`config.mk`:
```
export PLATFORM = sky130hd
export DESIGN_NAME = kernel_shell
export DESIGN_NICKNAME = d
export VERILOG_FILES = /design/src/glay_pkg.sv /design/src/axi_read_port.sv /design/src/axi_write_port.sv /design/src/kernel_control.sv /design/src/kernel_reset_sync.sv /design/src/kernel_shell.sv
export SDC_FILE = /design/constraint.sdc
export NUM_CORES = 1
export LEC_CHECK = 0
export ABC_AREA = 1
export BUFFER_PORTS_ARGS = -buffer_cell sky130_fd_sc_hd__buf_4
export CORE_AREA = 2 2 284 286
export CTS_CLUSTER_SIZE = 40
export DETAILED_ROUTE_END_ITERATION = 8
export DIE_AREA = 0 0 286 288
export SYNTH_ARGS = -nofsm -noshare
export SYNTH_HDL_FRONTEND = slang
export SYNTH_HIERARCHICAL = 1
export SYNTH_SLANG_ARGS = --single-unit
```
`constraint.sdc`:
```
create_clock -name ap_clk -period 1.15 [get_ports ap_clk]
set_input_delay 0.23 -clock ap_clk [delete_from_list [all_inputs] [get_ports ap_clk]]
set_output_delay 0.23 -clock ap_clk [all_outputs]
set_load 0.05 [all_outputs]
```
`src/glay_pkg.sv`:
```
// ----------------------------------------
// Shared widths and defaults for the kernel shell
// swap_bytes works on words up to max_data_w bits
// ----------------------------------------

package glay_pkg;

  // ----------------------------------------
  // Widths and defaults
  // ----------------------------------------
  localparam int addr_w_default        = 32;   // AXI address width
  localparam int data_w_default        = 64;   // AXI data width, whole bytes only
  localparam int len_w                 = 8;    // AXI4 burst length field
  localparam int num_buffers_default   = 4;    // Descriptor buffer count
  localparam int outstanding_w_default = 4;    // Outstanding burst counter width
  localparam int pulse_hold_default    = 16;   // Reset stretch in cycles
  localparam int max_data_w            = 1024; // Widest AXI4 data bus
  localparam int max_bytes             = max_data_w / 8;

  // ----------------------------------------
  // Descriptor flags in buffer 0
  // ----------------------------------------
  // Buffers are aligned, so the low address bits carry flags
  localparam int flag_endian_read  = 0; // Swap read data
  localparam int flag_endian_write = 1; // Swap write data

  // Reverses the first nbytes bytes of data when enable is set
  function automatic logic [max_data_w-1:0] swap_bytes(
    input logic [max_data_w-1:0] data,
    input int                    nbytes,
    input logic                  enable
  );
    logic [max_data_w-1:0] result;
    result = data;                              // Pass through by default
    if (enable) begin
      for (int i = 0; i < max_bytes; i++) begin
        if (i < nbytes) begin                   // Only bytes of the real word
          result[i*8 +: 8] = data[(nbytes-1-i)*8 +: 8];
        end
      end
    end
    return result;
  endfunction

endpackage : glay_pkg

```
`src/axi_read_port.sv`:
```
// ----------------------------------------
// Registered AR and R slices, no flow control
// Readies reach the other side one cycle late
// ----------------------------------------
`timescale 1ns/1ps

module axi_read_port import glay_pkg::*; #(
  parameter int ADDR_W        = addr_w_default,
  parameter int DATA_W        = data_w_default,
  parameter int OUTSTANDING_W = outstanding_w_default
) (
  input  logic              ap_clk,
  input  logic              rst_int,
  input  logic              endian_read,
  // Memory side
  output logic              m_axi_arvalid,
  input  logic              m_axi_arready,
  output logic [ADDR_W-1:0] m_axi_araddr,
  output logic [len_w-1:0]  m_axi_arlen,
  input  logic              m_axi_rvalid,
  output logic              m_axi_rready,
  input  logic [DATA_W-1:0] m_axi_rdata,
  input  logic              m_axi_rlast,
  // Compute unit side
  input  logic              cu_axi_arvalid,
  output logic              cu_axi_arready,
  input  logic [ADDR_W-1:0] cu_axi_araddr,
  input  logic [len_w-1:0]  cu_axi_arlen,
  output logic              cu_axi_rvalid,
  input  logic              cu_axi_rready,
  output logic [DATA_W-1:0] cu_axi_rdata,
  output logic              cu_axi_rlast,
  output logic              read_busy
);

  logic [max_data_w-1:0]    rdata_swap;  // Swapped read beat
  logic [OUTSTANDING_W-1:0] outstanding; // Bursts in flight
  logic                     ar_hs;       // Address accepted by memory
  logic                     r_end;       // Final beat accepted

  assign rdata_swap = swap_bytes(max_data_w'(m_axi_rdata), DATA_W / 8, endian_read);
  assign ar_hs      = m_axi_arvalid & m_axi_arready;
  assign r_end      = m_axi_rvalid & m_axi_rready & m_axi_rlast;

  // ----------------------------------------
  // Handshake slices
  // ----------------------------------------
  always_ff @(posedge ap_clk or posedge rst_int) begin
    if (rst_int) begin
      m_axi_arvalid  <= 1'b0;
      m_axi_rready   <= 1'b0;
      cu_axi_arready <= 1'b0;
      cu_axi_rvalid  <= 1'b0;
    end else begin
      m_axi_arvalid  <= cu_axi_arvalid; // Toward memory
      m_axi_rready   <= cu_axi_rready;
      cu_axi_arready <= m_axi_arready;  // Toward compute unit
      cu_axi_rvalid  <= m_axi_rvalid;
    end
  end

  // Payload slices
  always_ff @(posedge ap_clk) begin
    m_axi_araddr <= cu_axi_araddr;
    m_axi_arlen  <= cu_axi_arlen;
    cu_axi_rdata <= rdata_swap[DATA_W-1:0]; // Byte order per descriptor flag
    cu_axi_rlast <= m_axi_rlast;
  end

  // ----------------------------------------
  // Outstanding burst count
  // ----------------------------------------
  always_ff @(posedge ap_clk or posedge rst_int) begin
    if (rst_int) begin
      outstanding <= '0;
    end else begin
      case ({ar_hs, r_end})
        2'b10:   outstanding <= outstanding + 1'b1; // New burst
        2'b01:   outstanding <= outstanding - 1'b1; // Burst complete
        default: outstanding <= outstanding;        // None or both
      endcase
    end
  end

  assign read_busy = |outstanding;

endmodule : axi_read_port

```
`src/axi_write_port.sv`:
```
// ----------------------------------------
// Registered AW, W and B slices, no flow control
// Readies reach the other side one cycle late
// ----------------------------------------
`timescale 1ns/1ps

module axi_write_port import glay_pkg::*; #(
  parameter int ADDR_W        = addr_w_default,
  parameter int DATA_W        = data_w_default,
  parameter int OUTSTANDING_W = outstanding_w_default
) (
  input  logic                ap_clk,
  input  logic                rst_int,
  input  logic                endian_write,
  // Memory side
  output logic                m_axi_awvalid,
  input  logic                m_axi_awready,
  output logic [ADDR_W-1:0]   m_axi_awaddr,
  output logic [len_w-1:0]    m_axi_awlen,
  output logic                m_axi_wvalid,
  input  logic                m_axi_wready,
  output logic [DATA_W-1:0]   m_axi_wdata,
  output logic [DATA_W/8-1:0] m_axi_wstrb,
  output logic                m_axi_wlast,
  input  logic                m_axi_bvalid,
  output logic                m_axi_bready,
  // Compute unit side
  input  logic                cu_axi_awvalid,
  output logic                cu_axi_awready,
  input  logic [ADDR_W-1:0]   cu_axi_awaddr,
  input  logic [len_w-1:0]    cu_axi_awlen,
  input  logic                cu_axi_wvalid,
  output logic                cu_axi_wready,
  input  logic [DATA_W-1:0]   cu_axi_wdata,
  input  logic [DATA_W/8-1:0] cu_axi_wstrb,
  input  logic                cu_axi_wlast,
  output logic                cu_axi_bvalid,
  input  logic                cu_axi_bready,
  output logic                write_busy
);

  logic [max_data_w-1:0]    wdata_swap;  // Swapped write beat
  logic [OUTSTANDING_W-1:0] outstanding; // Bursts awaiting response
  logic                     aw_hs;       // Address accepted by memory
  logic                     b_hs;        // Response accepted

  assign wdata_swap = swap_bytes(max_data_w'(cu_axi_wdata), DATA_W / 8, endian_write);
  assign aw_hs      = m_axi_awvalid & m_axi_awready;
  assign b_hs       = m_axi_bvalid & m_axi_bready;

  // ----------------------------------------
  // Handshake slices
  // ----------------------------------------
  always_ff @(posedge ap_clk or posedge rst_int) begin
    if (rst_int) begin
      m_axi_awvalid  <= 1'b0;
      m_axi_wvalid   <= 1'b0;
      m_axi_bready   <= 1'b0;
      cu_axi_awready <= 1'b0;
      cu_axi_wready  <= 1'b0;
      cu_axi_bvalid  <= 1'b0;
    end else begin
      m_axi_awvalid  <= cu_axi_awvalid; // Toward memory
      m_axi_wvalid   <= cu_axi_wvalid;
      m_axi_bready   <= cu_axi_bready;
      cu_axi_awready <= m_axi_awready;  // Toward compute unit
      cu_axi_wready  <= m_axi_wready;
      cu_axi_bvalid  <= m_axi_bvalid;
    end
  end

  // Payload slices
  always_ff @(posedge ap_clk) begin
    m_axi_awaddr <= cu_axi_awaddr;
    m_axi_awlen  <= cu_axi_awlen;
    m_axi_wdata  <= wdata_swap[DATA_W-1:0]; // Byte order per descriptor flag
    m_axi_wstrb  <= cu_axi_wstrb;           // Strobes never swapped
    m_axi_wlast  <= cu_axi_wlast;
  end

  // ----------------------------------------
  // Outstanding burst count
  // ----------------------------------------
  always_ff @(posedge ap_clk or posedge rst_int) begin
    if (rst_int) begin
      outstanding <= '0;
    end else begin
      case ({aw_hs, b_hs})
        2'b10:   outstanding <= outstanding + 1'b1; // New burst
        2'b01:   outstanding <= outstanding - 1'b1; // Response back
        default: outstanding <= outstanding;        // None or both
      endcase
    end
  end

  assign write_busy = |outstanding;

endmodule : axi_write_port

```
`src/kernel_control.sv`:
```
// ----------------------------------------
// Start, ready, done, idle and continue chain
// ap_done waits for cu_done and for both ports to drain
// ----------------------------------------
`timescale 1ns/1ps

module kernel_control import glay_pkg::*; #(
  parameter int ADDR_W      = addr_w_default,
  parameter int NUM_BUFFERS = num_buffers_default
) (
  input  logic                                ap_clk,
  input  logic                                rst_int,
  input  logic                                ap_start,
  input  logic                                ap_continue,
  input  logic [NUM_BUFFERS-1:0][ADDR_W-1:0] buffers,
  input  logic                                cu_done,
  input  logic                                read_busy,
  input  logic                                write_busy,
  output logic                                ap_idle,
  output logic                                ap_ready,
  output logic                                ap_done,
  output logic                                cu_start,
  output logic [NUM_BUFFERS-1:0][ADDR_W-1:0] cu_buffers,
  output logic                                endian_read,
  output logic                                endian_write
);

  typedef enum logic [1:0] {
    st_idle,  // Waiting for ap_start
    st_busy,  // Compute unit running
    st_done   // ap_done held until ap_continue
  } ctrl_state_t;

  ctrl_state_t state;
  logic        done_seen;     // cu_done arrived, ports still busy
  logic        start_hit;     // Start accepted this cycle
  logic        ports_drained; // No burst in flight on either port

  assign start_hit     = (state == st_idle) & ap_start;
  assign ports_drained = ~read_busy & ~write_busy;

  // ----------------------------------------
  // Control FSM
  // ----------------------------------------
  always_ff @(posedge ap_clk or posedge rst_int) begin
    if (rst_int) begin
      state        <= st_idle;
      done_seen    <= 1'b0;
      ap_ready     <= 1'b0;
      cu_start     <= 1'b0;
      endian_read  <= 1'b0;
      endian_write <= 1'b0;
    end else begin
      ap_ready <= start_hit; // One cycle pulse
      cu_start <= start_hit; // Same cycle as ap_ready
      case (state)
        st_idle: begin
          if (ap_start) begin
            state        <= st_busy;
            done_seen    <= 1'b0;
            endian_read  <= buffers[0][flag_endian_read];  // Flags from buffer 0
            endian_write <= buffers[0][flag_endian_write];
          end
        end
        st_busy: begin
          if ((cu_done | done_seen) & ports_drained) begin
            state     <= st_done;  // ap_done next cycle
            done_seen <= 1'b0;
          end else if (cu_done) begin
            done_seen <= 1'b1;     // Remember until drained
          end
        end
        st_done: begin
          if (ap_continue) begin
            state <= st_idle;      // Host acknowledged
          end
        end
        default: state <= st_idle;
      endcase
    end
  end

  // Descriptor latch, held until the next start
  always_ff @(posedge ap_clk) begin
    if (start_hit) begin
      cu_buffers <= buffers;
    end
  end

  assign ap_idle = (state == st_idle);
  assign ap_done = (state == st_done);

endmodule : kernel_control

```
`src/kernel_reset_sync.sv`:
```
// ----------------------------------------
// Holds rst_int for PULSE_HOLD cycles after ap_rst_n rises
// PULSE_HOLD must be at least 1
// ----------------------------------------
`timescale 1ns/1ps

module kernel_reset_sync import glay_pkg::*; #(
  parameter int PULSE_HOLD = pulse_hold_default
) (
  input  logic ap_clk,
  input  logic ap_rst_n,
  output logic rst_int
);

  logic [PULSE_HOLD-1:0] hold_sr; // Stretch chain

  always_ff @(posedge ap_clk or negedge ap_rst_n) begin
    if (!ap_rst_n) begin
      hold_sr <= '1;          // Assert at once
    end else begin
      hold_sr <= hold_sr << 1; // Shift in a zero each cycle
    end
  end

  assign rst_int = hold_sr[PULSE_HOLD-1]; // Last stage drives all blocks

endmodule : kernel_reset_sync

```
`src/kernel_shell.sv`:
```
// ----------------------------------------
// Kernel shell around the compute unit, one AXI4 master
// Compute unit must allow for readies one cycle late
// ----------------------------------------
`timescale 1ns/1ps

module kernel_shell import glay_pkg::*; #(
  parameter int ADDR_W        = addr_w_default,
  parameter int DATA_W        = data_w_default,
  parameter int NUM_BUFFERS   = num_buffers_default,
  parameter int OUTSTANDING_W = outstanding_w_default,
  parameter int PULSE_HOLD    = pulse_hold_default
) (
  input  logic                               ap_clk,
  input  logic                               ap_rst_n,
  // Host control chain
  input  logic                               ap_start,
  input  logic                               ap_continue,
  output logic                               ap_idle,
  output logic                               ap_ready,
  output logic                               ap_done,
  input  logic [NUM_BUFFERS-1:0][ADDR_W-1:0] buffers,
  // Compute unit control
  output logic                               cu_start,
  input  logic                               cu_done,
  output logic [NUM_BUFFERS-1:0][ADDR_W-1:0] cu_buffers,
  // Memory side AXI4 master
  output logic                               m_axi_arvalid,
  input  logic                               m_axi_arready,
  output logic [ADDR_W-1:0]                  m_axi_araddr,
  output logic [len_w-1:0]                   m_axi_arlen,
  input  logic                               m_axi_rvalid,
  output logic                               m_axi_rready,
  input  logic [DATA_W-1:0]                  m_axi_rdata,
  input  logic                               m_axi_rlast,
  output logic                               m_axi_awvalid,
  input  logic                               m_axi_awready,
  output logic [ADDR_W-1:0]                  m_axi_awaddr,
  output logic [len_w-1:0]                   m_axi_awlen,
  output logic                               m_axi_wvalid,
  input  logic                               m_axi_wready,
  output logic [DATA_W-1:0]                  m_axi_wdata,
  output logic [DATA_W/8-1:0]                m_axi_wstrb,
  output logic                               m_axi_wlast,
  input  logic                               m_axi_bvalid,
  output logic                               m_axi_bready,
  // Compute unit side
  input  logic                               cu_axi_arvalid,
  output logic                               cu_axi_arready,
  input  logic [ADDR_W-1:0]                  cu_axi_araddr,
  input  logic [len_w-1:0]                   cu_axi_arlen,
  output logic                               cu_axi_rvalid,
  input  logic                               cu_axi_rready,
  output logic [DATA_W-1:0]                  cu_axi_rdata,
  output logic                               cu_axi_rlast,
  input  logic                               cu_axi_awvalid,
  output logic                               cu_axi_awready,
  input  logic [ADDR_W-1:0]                  cu_axi_awaddr,
  input  logic [len_w-1:0]                   cu_axi_awlen,
  input  logic                               cu_axi_wvalid,
  output logic                               cu_axi_wready,
  input  logic [DATA_W-1:0]                  cu_axi_wdata,
  input  logic [DATA_W/8-1:0]                cu_axi_wstrb,
  input  logic                               cu_axi_wlast,
  output logic                               cu_axi_bvalid,
  input  logic                               cu_axi_bready
);

  logic rst_int;      // Stretched reset for every block
  logic read_busy;    // Read bursts in flight
  logic write_busy;   // Write bursts awaiting response
  logic endian_read;  // Read data swap enable
  logic endian_write; // Write data swap enable

  kernel_reset_sync #(
    .PULSE_HOLD(PULSE_HOLD)
  ) i_reset_sync (.*);

  axi_read_port #(
    .ADDR_W       (ADDR_W),
    .DATA_W       (DATA_W),
    .OUTSTANDING_W(OUTSTANDING_W)
  ) i_read_port (.*);

  axi_write_port #(
    .ADDR_W       (ADDR_W),
    .DATA_W       (DATA_W),
    .OUTSTANDING_W(OUTSTANDING_W)
  ) i_write_port (.*);

  kernel_control #(
    .ADDR_W     (ADDR_W),
    .NUM_BUFFERS(NUM_BUFFERS)
  ) i_control (.*);

endmodule : kernel_shell

```
Word-level counts from Yosys, hierarchy flattened
Cells that the tools add are included.
{"block": "op_classes", "addsub": 4, "eq_ne": 10, "mux": 12, "bitwise": 11, "n_reduce_logical": 9}
{"cell": "$mux W64", "count": 2}
{"cell": "$pmux W4 S2", "count": 2}
{"cell": "$add A4 B1 Y4 const B", "count": 2}
{"cell": "$and A1 B1 Y1", "count": 8}
{"cell": "$reduce_or A4 Y1", "count": 2}
{"cell": "$sub A4 B1 Y4 const B", "count": 2}
{"cell": "$eq A2 B1 Y1 const B", "count": 3}
{"cell": "$eq A2 B2 Y1 const B", "count": 3}
{"cell": "$mux W2", "count": 3}
{"cell": "$pmux W2 S3", "count": 1}
{"cell": "$reduce_and A3 Y1", "count": 2}
{"cell": "$reduce_bool A2 Y1", "count": 3}
{"cell": "$ne A2 B2 Y1 const B", "count": 2}
{"cell": "$mux W1", "count": 3}
{"cell": "$ne A3 B2 Y1 const B", "count": 1}
{"cell": "$logic_not A2 Y1", "count": 1}
{"cell": "$ne A2 B1 Y1 const B", "count": 1}
{"cell": "$not A1 Y1", "count": 2}
{"cell": "$pmux W1 S2", "count": 1}
{"cell": "$reduce_and A2 Y1", "count": 1}
{"cell": "$or A1 B1 Y1", "count": 1}
{"block": "totals", "in_bits": 361, "register_bits": 386, "out_inout_bits": 360}

Depth between registers and ports, before layout
Gate-level depths: netlist of run 1.
{"block": "logic_depth", "depth_word": 6, "ltp_mapped": 11, "depth_no_buf": 11}

By module
The synthesis of run 1 kept the hierarchy.
{"mod": "kernel_control", "n_inst": 1, "cells_each": 171, "seq_area_each_um2": 3993.8, "area_per_inst_um2": 4150.2}
{"mod": "axi_write_port", "n_inst": 1, "cells_each": 334, "seq_area_each_um2": 2512.4, "area_per_inst_um2": 3467.1}
{"mod": "axi_read_port", "n_inst": 1, "cells_each": 324, "seq_area_each_um2": 2302.2, "area_per_inst_um2": 3270.6}
{"mod": "kernel_reset_sync", "n_inst": 1, "cells_each": 17, "seq_area_each_um2": 420.4, "area_per_inst_um2": 424.2}

Least setup slack after synthesis of run 1
OpenSTA, ideal clock, no wires.
{"block": "synth_path", "path_type": "reg-to-reg", "startpoint": "reg i_control.state[0]", "endpoint": "reg i_control/cu_buffers[0] (netlist bit) (enable)", "stages_incl_launch_ff": 4, "t_required_ns": 0.724, "n_path_buf": 0, "setup_ns": 0.426, "path_slack_ns": -1.757, "synth_period_minus_slack_ns": 2.907, "arrival_time_ns": 2.482, "cell_sequence": "dfrtp_1 -> nor2_2 -> nand2_2 -> inv_2"}
{"block": "synth_via", "elab_chain_cells": 2}
{"element": "start: declaration", "line_no": "kernel_control.sv:34", "source": "ctrl_state_t state;"}
{"element": "start signal: assignment", "line_no": "kernel_control.sv:47", "source": "state <= st_idle;"}
{"element": "start signal: assignment", "line_no": "kernel_control.sv:59", "source": "state <= st_busy;"}
{"element": "start signal: assignment", "line_no": "kernel_control.sv:67", "source": "state <= st_done;"}
{"element": "$logic_not A2 Y1"}
{"element": "via ap_idle", "line_no": "kernel_shell.sv:19", "source": "output logic ap_idle,"}
{"element": "$and A1 B1 Y1", "line_no": "kernel_control.sv:39", "source": "assign start_hit = (state == st_idle) & ap_start;"}
{"element": "via i_control.start_hit", "line_no": "kernel_control.sv:36", "source": "logic start_hit;"}
{"element": "end signal: assignment", "line_no": "kernel_control.sv:86", "source": "cu_buffers <= buffers;"}
{"element": "end: declaration", "line_no": "kernel_control.sv:23", "source": "output logic [NUM_BUFFERS-1:0][ADDR_W-1:0] cu_buffers,"}
The timed path passes the listed nets, and every way through them passes these cells.
A chain may end at the register's enable or synchronous reset.

Worst setup path in the final report of run 1
{"block": "layout_path", "startpoint": "reg i_control.state[0]", "endpoint": "out ap_done"}
{"block": "layout_via", "elab_chain_cells": 1}
{"element": "$eq A2 B2 Y1", "line_no": "kernel_control.sv:91", "source": "assign ap_done = (state == st_done);"}
{"element": "end: declaration", "line_no": "kernel_shell.sv:21", "source": "output logic ap_done,"}
No other way between the ends.

==> results of run 1 <==
-- per-stage QoR --
stage	power, mW	instance area (sq um)
after CTS	58.3	26200
after global routing	64.5	27700
after detailed placement	38.3	18500
after global placement	38.2	18500
final	62.1	27700
after floorplan	30.8	11400
-- flip-flops by register name (all words and copies together) (netlist names), 2 cells and up --
signal	count
i_write_port/outstanding	4
i_read_port/m_axi_araddr	32
i_write_port/m_axi_awaddr	32
i_control/state	2
i_read_port/outstanding	4
i_reset_sync/hold_sr	16
i_control/cu_buffers	128
i_write_port/m_axi_awlen	8
i_write_port/m_axi_wstrb	8
i_write_port/m_axi_wdata	64
i_read_port/m_axi_arlen	8
i_read_port/cu_axi_rdata	64
-- worst max path at each step --
stage                     cells after the start  slack (ps)                         end                   startpoint
after CTS                                     4        -570                     ap_done           i_control/state[1]
after floorplan                              10        -450  i_read_port/outstanding[2]     i_read_port/m_axi_rready
after detailed placement                     10        -380         i_control/done_seen  i_write_port/outstanding[1]
after global routing                          3        -580                     ap_done           i_control/state[0]
after global placement                       10        -360         i_control/done_seen  i_write_port/outstanding[1]
final                                         3        -500                     ap_done           i_control/state[0]
-- synth_stat cells, drive strengths merged (2+ instances only) --
| cell | instances | area (sq um) |
|---|---|---|
| xnor2 | 4 | 35.0 |
| dfxtp | 218 | 4360 |
| o21ai | 68 | 340 |
| nand4 | 2 | 12.5 |
| nand2 | 107 | 407 |
| ha | 6 | 75.1 |
| edfxtp | 128 | 3840 |
| nor2 | 74 | 290 |
| xor2 | 2 | 17.5 |
| a21oi | 66 | 330 |
| nand3 | 7 | 45.0 |
| dfstp | 16 | 420 |
| buf | 29 | 158 |
| dfrtp | 24 | 601 |
| inv | 89 | 334 |
-- tightest hold or removal path, stage by stage --
cell     delay, ps
buf_4          140
inv_1           50
nand2_1         60
nand4_1         90
nand2_1         50
-- routing by layer --
metal,vias to the layer above,share of wire [%],track usage [%]
met4,4,3.5,4.45
met2,475,53,19.9
met1,5205,36,11.6
met5,-,0.052,0
met3,112,7.5,3.59
li1,5174,-,-
-- logic make-up after synthesis --
kind of cell / count (synthesis)
AOI/OAI and AO/OA: 136
adders and majority gates: 6
and+or+nand+nor: 193
other: 1
buffers and inverters: 118
DFF: 386
xor gates and xnor gates: 6
-- area by class of cell --
class                   count  area, sq um  share of cell area [%]
diodes                      1         2.50                 0.00905
clock buffers              57         1190                    4.30
clock inverters            22          230                   0.832
inverters                  89          363                    1.31
multi-input cells         342         2310                    8.37
flip-flops and latches    386         9520                    34.4
well taps                1060         1330                    4.79
repair buffers           1179        12700                    45.7
repair inverters            3         62.6                   0.226
-- where the power goes --
group          internal, mW  switching (mW)  leakage [nW]  total (mW)
sequential             17.6            1.93          3.46        19.6
combinational          12.5            16.0          7.77        28.5
clock                  8.04            5.95         0.689        14.0
total                  38.2            23.9          11.9        62.1
-- repair_timing --
| action | in CTS | in global routing |
|---|---|---|
| resized for setup | 807 | 259 |
| pin swaps | 13 | 48 |
| endpoints found under the hold margin | 376 | 0 |
| buffers inserted | 12 | 18 |
| hold buffers | 359 | 0 |
| cloned | 6 | 23 |
| endpoints found under the setup margin | 518 | 575 |
==> run summary, run 1 <==
Final setup violation count = 541
Worst hold slack = 83.1 ps
Violations in the final reports = setup timing
Clk root buf = clkbuf_16
Clock sink total = 386
Synthesized flop and latch total = 386
Complex-gate fraction of the synthesized area = 6.06%
Num CTS Buffers = 44
Dominant synthesized flop cell = dfxtp_1
Max Clock Skew = 14.2 ps
Fin crit share = 144%
Core area = 0.0796 sq mm
Final Critical Period = 1650 ps
Routed len/inst = 16.6 um
Antenna Nets Post-Route = 0
CP bufs+invs = 2
Register area share after synthesis = 81.6%
Non-Filler Instances = 3139
# rows = 104
Final core utilization = 34.7%
Post-synth EDFFs = 128
CTS max path bufs = 3
Port Buffers = 720
Post-Synth XOR/XNOR Area = 0.465%
RSZ-0062 raised after global routing = yes
Remaining Overflow, GRT = 0
Syn. warnings = 6
Most frequent cells in the layout = 389 x buf_4, 359 x dlygate4sd3_1, 216 x dfxtp_2
Fill cells = 7413
Type of origin of the critical path = flop
Setup_tns = -93550 ps
CP max stage delay = 410 ps
Max FO, Critical Path = 3
Largest family of logic cells by synthesized area = simple AND/OR/NAND/NOR gates
Most common cell after layout, fill and taps aside = buf_4
Post-Route WL = 52200 um
Die Width = 286 um
Post-Synth Adder-Cell Area = 0.664%
Via-per-instance ratio = 3.49
Vias in the first global route = 11.6k
Clock Latency Late Sink = 580 ps
Pre-CTS setup slack = -380 ps
Cells after Synth = 846
Share of cells above drive strength 1 = 61.2%
R2r setup slk = -380 ps
CP endpoint kind = output pin
First-pass GRT wire length = 68800 um
Final hold vios = 0
H-tree Lvls = 2
Worst slew pin tran = 533 ps
Max VDD drop = 1.62 mV
Starting Density = 14.2%
# DRC = 0
Reg clk slew, reported paths = 60 ps
Simple-Gate Fraction of Synth Area = 6.85%
CP Class = reg -> out
Initial antenna violation count = 2
Via Count = 11.0k
Pins Over Slew Limit = 0
CP Data Required Time = 920 ps
Critical path cell sequence = buf_6 -> nor2_4 -> buf_8
Placed insts = 2652
Die H = 288 um
Distinct cell type count of the synthesized netlist = 27
Crit path DAT = 1420 ps
R2r worst-path depth = 10
Mux cell area share after synthesis = 0%
Max_slew headroom = 64.4%
Tot GR Track Use = 10.9%
Power per cell area = 2240 mW/mm^2
Status = complete, but fails checks
Top delay family on crit path = flip-flops
Area growth syn-to-layout = 145%
Worst Setup Slack, final = -504 ps
Nets@finish = 2412
Cell area after synthesis = 0.0113 sq mm
RePlAce Congestion = 0.788
Initial DRC count = 327
Die area = 0.0824 sq mm
Hold Crit Start = ap_start
DP HPWL = 30300 um
Max-cap viol count = 0
Static Leak = 11.9 nW
Largest net degree at the start of global routing = 59
Syn Area/Cell = 13.4 sq um
FF-to-FF End = i_read_port/outstanding[2]
Post-synth ARST share = 10.4%
Fmax = 605 MHz
Hold Crit Endpoint = i_control/state[1]
Worst Hold Class = in -> reg
DR pass1 iterations = 4
Top Ports = 721
CTS tree = yes
Hold Crit Depth = 5
Syn nets = 1213
CP max stage cell = dfrtp_1
Worst r2r src = i_read_port/m_axi_rready
No activity file was read; power rests on OpenSTA's default activity.
==> run 2, diff against run 1 <==
SKIP_LAST_GASP = 1   (was default)
==> run 2 against run 1 <==
Against the previous run:
- the flow still finishes with violations (setup timing)
- clock power about the same
- sequential power about the same
- via count down 0.14%
- maximum frequency about the same
- critical path type unchanged
- critical endpoint unchanged
==> run summary, run 2 (synthesized netlist as in run 1, its figures left out) <==
Status = complete, but fails checks
Violations in the final reports = setup timing
Sw frac = 38.5%
Post-Route WL = 52200 um
Die area = 0.0824 sq mm
Max-cap viol count = 0
Max_slew headroom = 65.6%
Setup_tns = -93830 ps
Port Buffers = 720
Clk root buf = clkbuf_16
Final hold vios = 0
Initial DRC count = 336
Clock sink total = 386
Crit path DAT = 1420 ps
Hold Crit Start = ap_start
Share of total power in combinational logic = 45.9%
Core area = 0.0796 sq mm
Remaining Overflow, GRT = 0
Worst Setup Slack, final = -503 ps
Internal = 38.2 mW
CP Class = reg -> out
Num CTS Buffers = 44
Clock power frac = 22.5%
Area growth syn-to-layout = 145%
Share of cells above drive strength 1 = 61.2%
Pins Over Slew Limit = 0
Top Ports = 721
Die Width = 286 um
Fmax = 605 MHz
Clock Latency Late Sink = 580 ps
Most common cell after layout, fill and taps aside = buf_4
Reg clk slew, reported paths = 60 ps
Type of origin of the critical path = flop
RSZ-0062 raised after global routing = yes
R2r worst-path depth = 10
Final Critical Period = 1650 ps
Worst Hold Class = in -> reg
# rows = 104
DP HPWL = 30300 um
Antenna Nets Post-Route = 0
Largest Register = i_control/cu_buffers
DR pass1 iterations = 4
CP Data Required Time = 920 ps
Worst slew pin tran = 516 ps
Via Count = 11.0k
Final setup violation count = 541
Tot GR Track Use = 10.9%
Fill cells = 7424
Max VDD drop = 1.62 mV
Static Leak = 11.9 nW
Max FFs per register = 128
Worst r2r src = i_read_port/m_axi_rready
Pre-CTS setup slack = -380 ps
CP max stage cell = dfrtp_1
Fin crit share = 144%
Max Clock Skew = 14.3 ps
RePlAce Congestion = 0.788
Critical path cell sequence = buf_6 -> nor2_4 -> buf_8
Net switching power = 23.9 mW
CTS max path bufs = 3
First-pass GRT wire length = 68800 um
Hold Crit Endpoint = i_control/state[1]
Die H = 288 um
Power per cell area = 2240 mW/mm^2
Via-per-instance ratio = 3.49
Vias in the first global route = 11.6k
R2r setup slk = -370 ps
CP endpoint kind = output pin
CTS tree = yes
Routed len/inst = 16.6 um
WP depth = 3
CP max stage delay = 410 ps
Top delay family on crit path = flip-flops
Hold Crit Depth = 5
Starting Density = 14.2%
# DRC = 0
Most frequent cells in the layout = 388 x buf_4, 359 x dlygate4sd3_1, 216 x dfxtp_2
Nets@finish = 2412
H-tree Lvls = 2
CP bufs+invs = 2
Largest net degree at the start of global routing = 59
Biggest regs = i_control/cu_buffers x128, i_read_port/cu_axi_rdata x64, i_write_port/m_axi_wdata x64
FF-to-FF End = i_read_port/outstanding[2]
Power share of the sequential group = 31.5%
Max FO, Critical Path = 3
Initial antenna violation count = 2
[run 2: cell types whose count changed in the layout (fill, tap and decap cells not counted), sizes merged]
cell    previous run  this run
inv               92        93
clkinv            15        14
[run 2: worst max-delay path by stage]
| stage | to | slack [ps] | startpoint |
|---|---|---|---|
| CTS | ap_done | -570 | i_control/state[1] |
| global route | ap_done | -580 | i_control/state[0] |
| detailed placement | i_control/done_seen | -380 | i_write_port/outstanding[1] |
| finish | ap_done | -500 | i_control/state[0] |
| global placement | i_control/done_seen | -360 | i_write_port/outstanding[1] |
| floorplan | i_read_port/outstanding[2] | -450 | i_read_port/m_axi_rready |
[run 2: worst register-to-register path, cell delays in order, from the launching register on]
cell and delay [ps]:
dfrtp_2 370, and3_4 220, ha_4 170, inv_2 50, nand2_2 70, nand2_4 70
ha_4 150, a21oi_2 110, xnor2_1 120, nand2_1 60, o21ai_1 70
[run 2: metal layers]
metal	up-vias	routed length (um)	global-route usage [%]
li1	5171	-	-
met1	5195	19100	11.6
met2	482	27400	19.9
met3	103	3950	3.59
met4	4	1740	4.37
met5	-	27	0
[run 2: per-stage QoR]
step           std cells  utilization, %  hold slack (ps)  power, mW  cell area, sq um
6_report            3139            34.7             84.2       62.1             27700
5_1_grt             3138            34.7             66.7       64.5             27700
4_1_cts             3108            32.9             30.9       58.3             26200
3_5_place_dp        2652            23.2              255       38.3             18500
3_3_place_gp        2652            23.2              254       38.2             18500
2_1_floorplan        846               -             82.2       30.8             11400
[run 2: final cells by class]
type | count | area [sq um] | area share [%]
antenna | 1 | 2.50 | 0.00905
timing repair buffer | 1179 | 12700 | 45.8
clock inverter | 22 | 230 | 0.832
multi-input combinational | 342 | 2310 | 8.37
timing repair inverter | 3 | 57.6 | 0.208
sequential | 386 | 9520 | 34.4
clock buffer | 57 | 1190 | 4.30
tap | 1060 | 1330 | 4.79
inverter | 89 | 363 | 1.31
[run 2: what timing repair did]
item / CTS / global route
pin swaps: 13 / 47
resized for setup: 800 / 265
setup buffers: 12 / 17
endpoints found under the hold margin: 376 / 0
hold buffers: 359 / 0
endpoints found under the setup margin: 518 / 575
gates cloned: 6 / 23
[run 2: power by group through the flow]
stage	clock, mW	combinational [mW]	sequential (mW)
floorplan	0	3.40	27.4
global placement	0	19.6	18.6
detailed placement	0	19.7	18.6
CTS	14.4	24.3	19.6
global route	15.0	29.7	19.8
finish	14.0	28.5	19.6
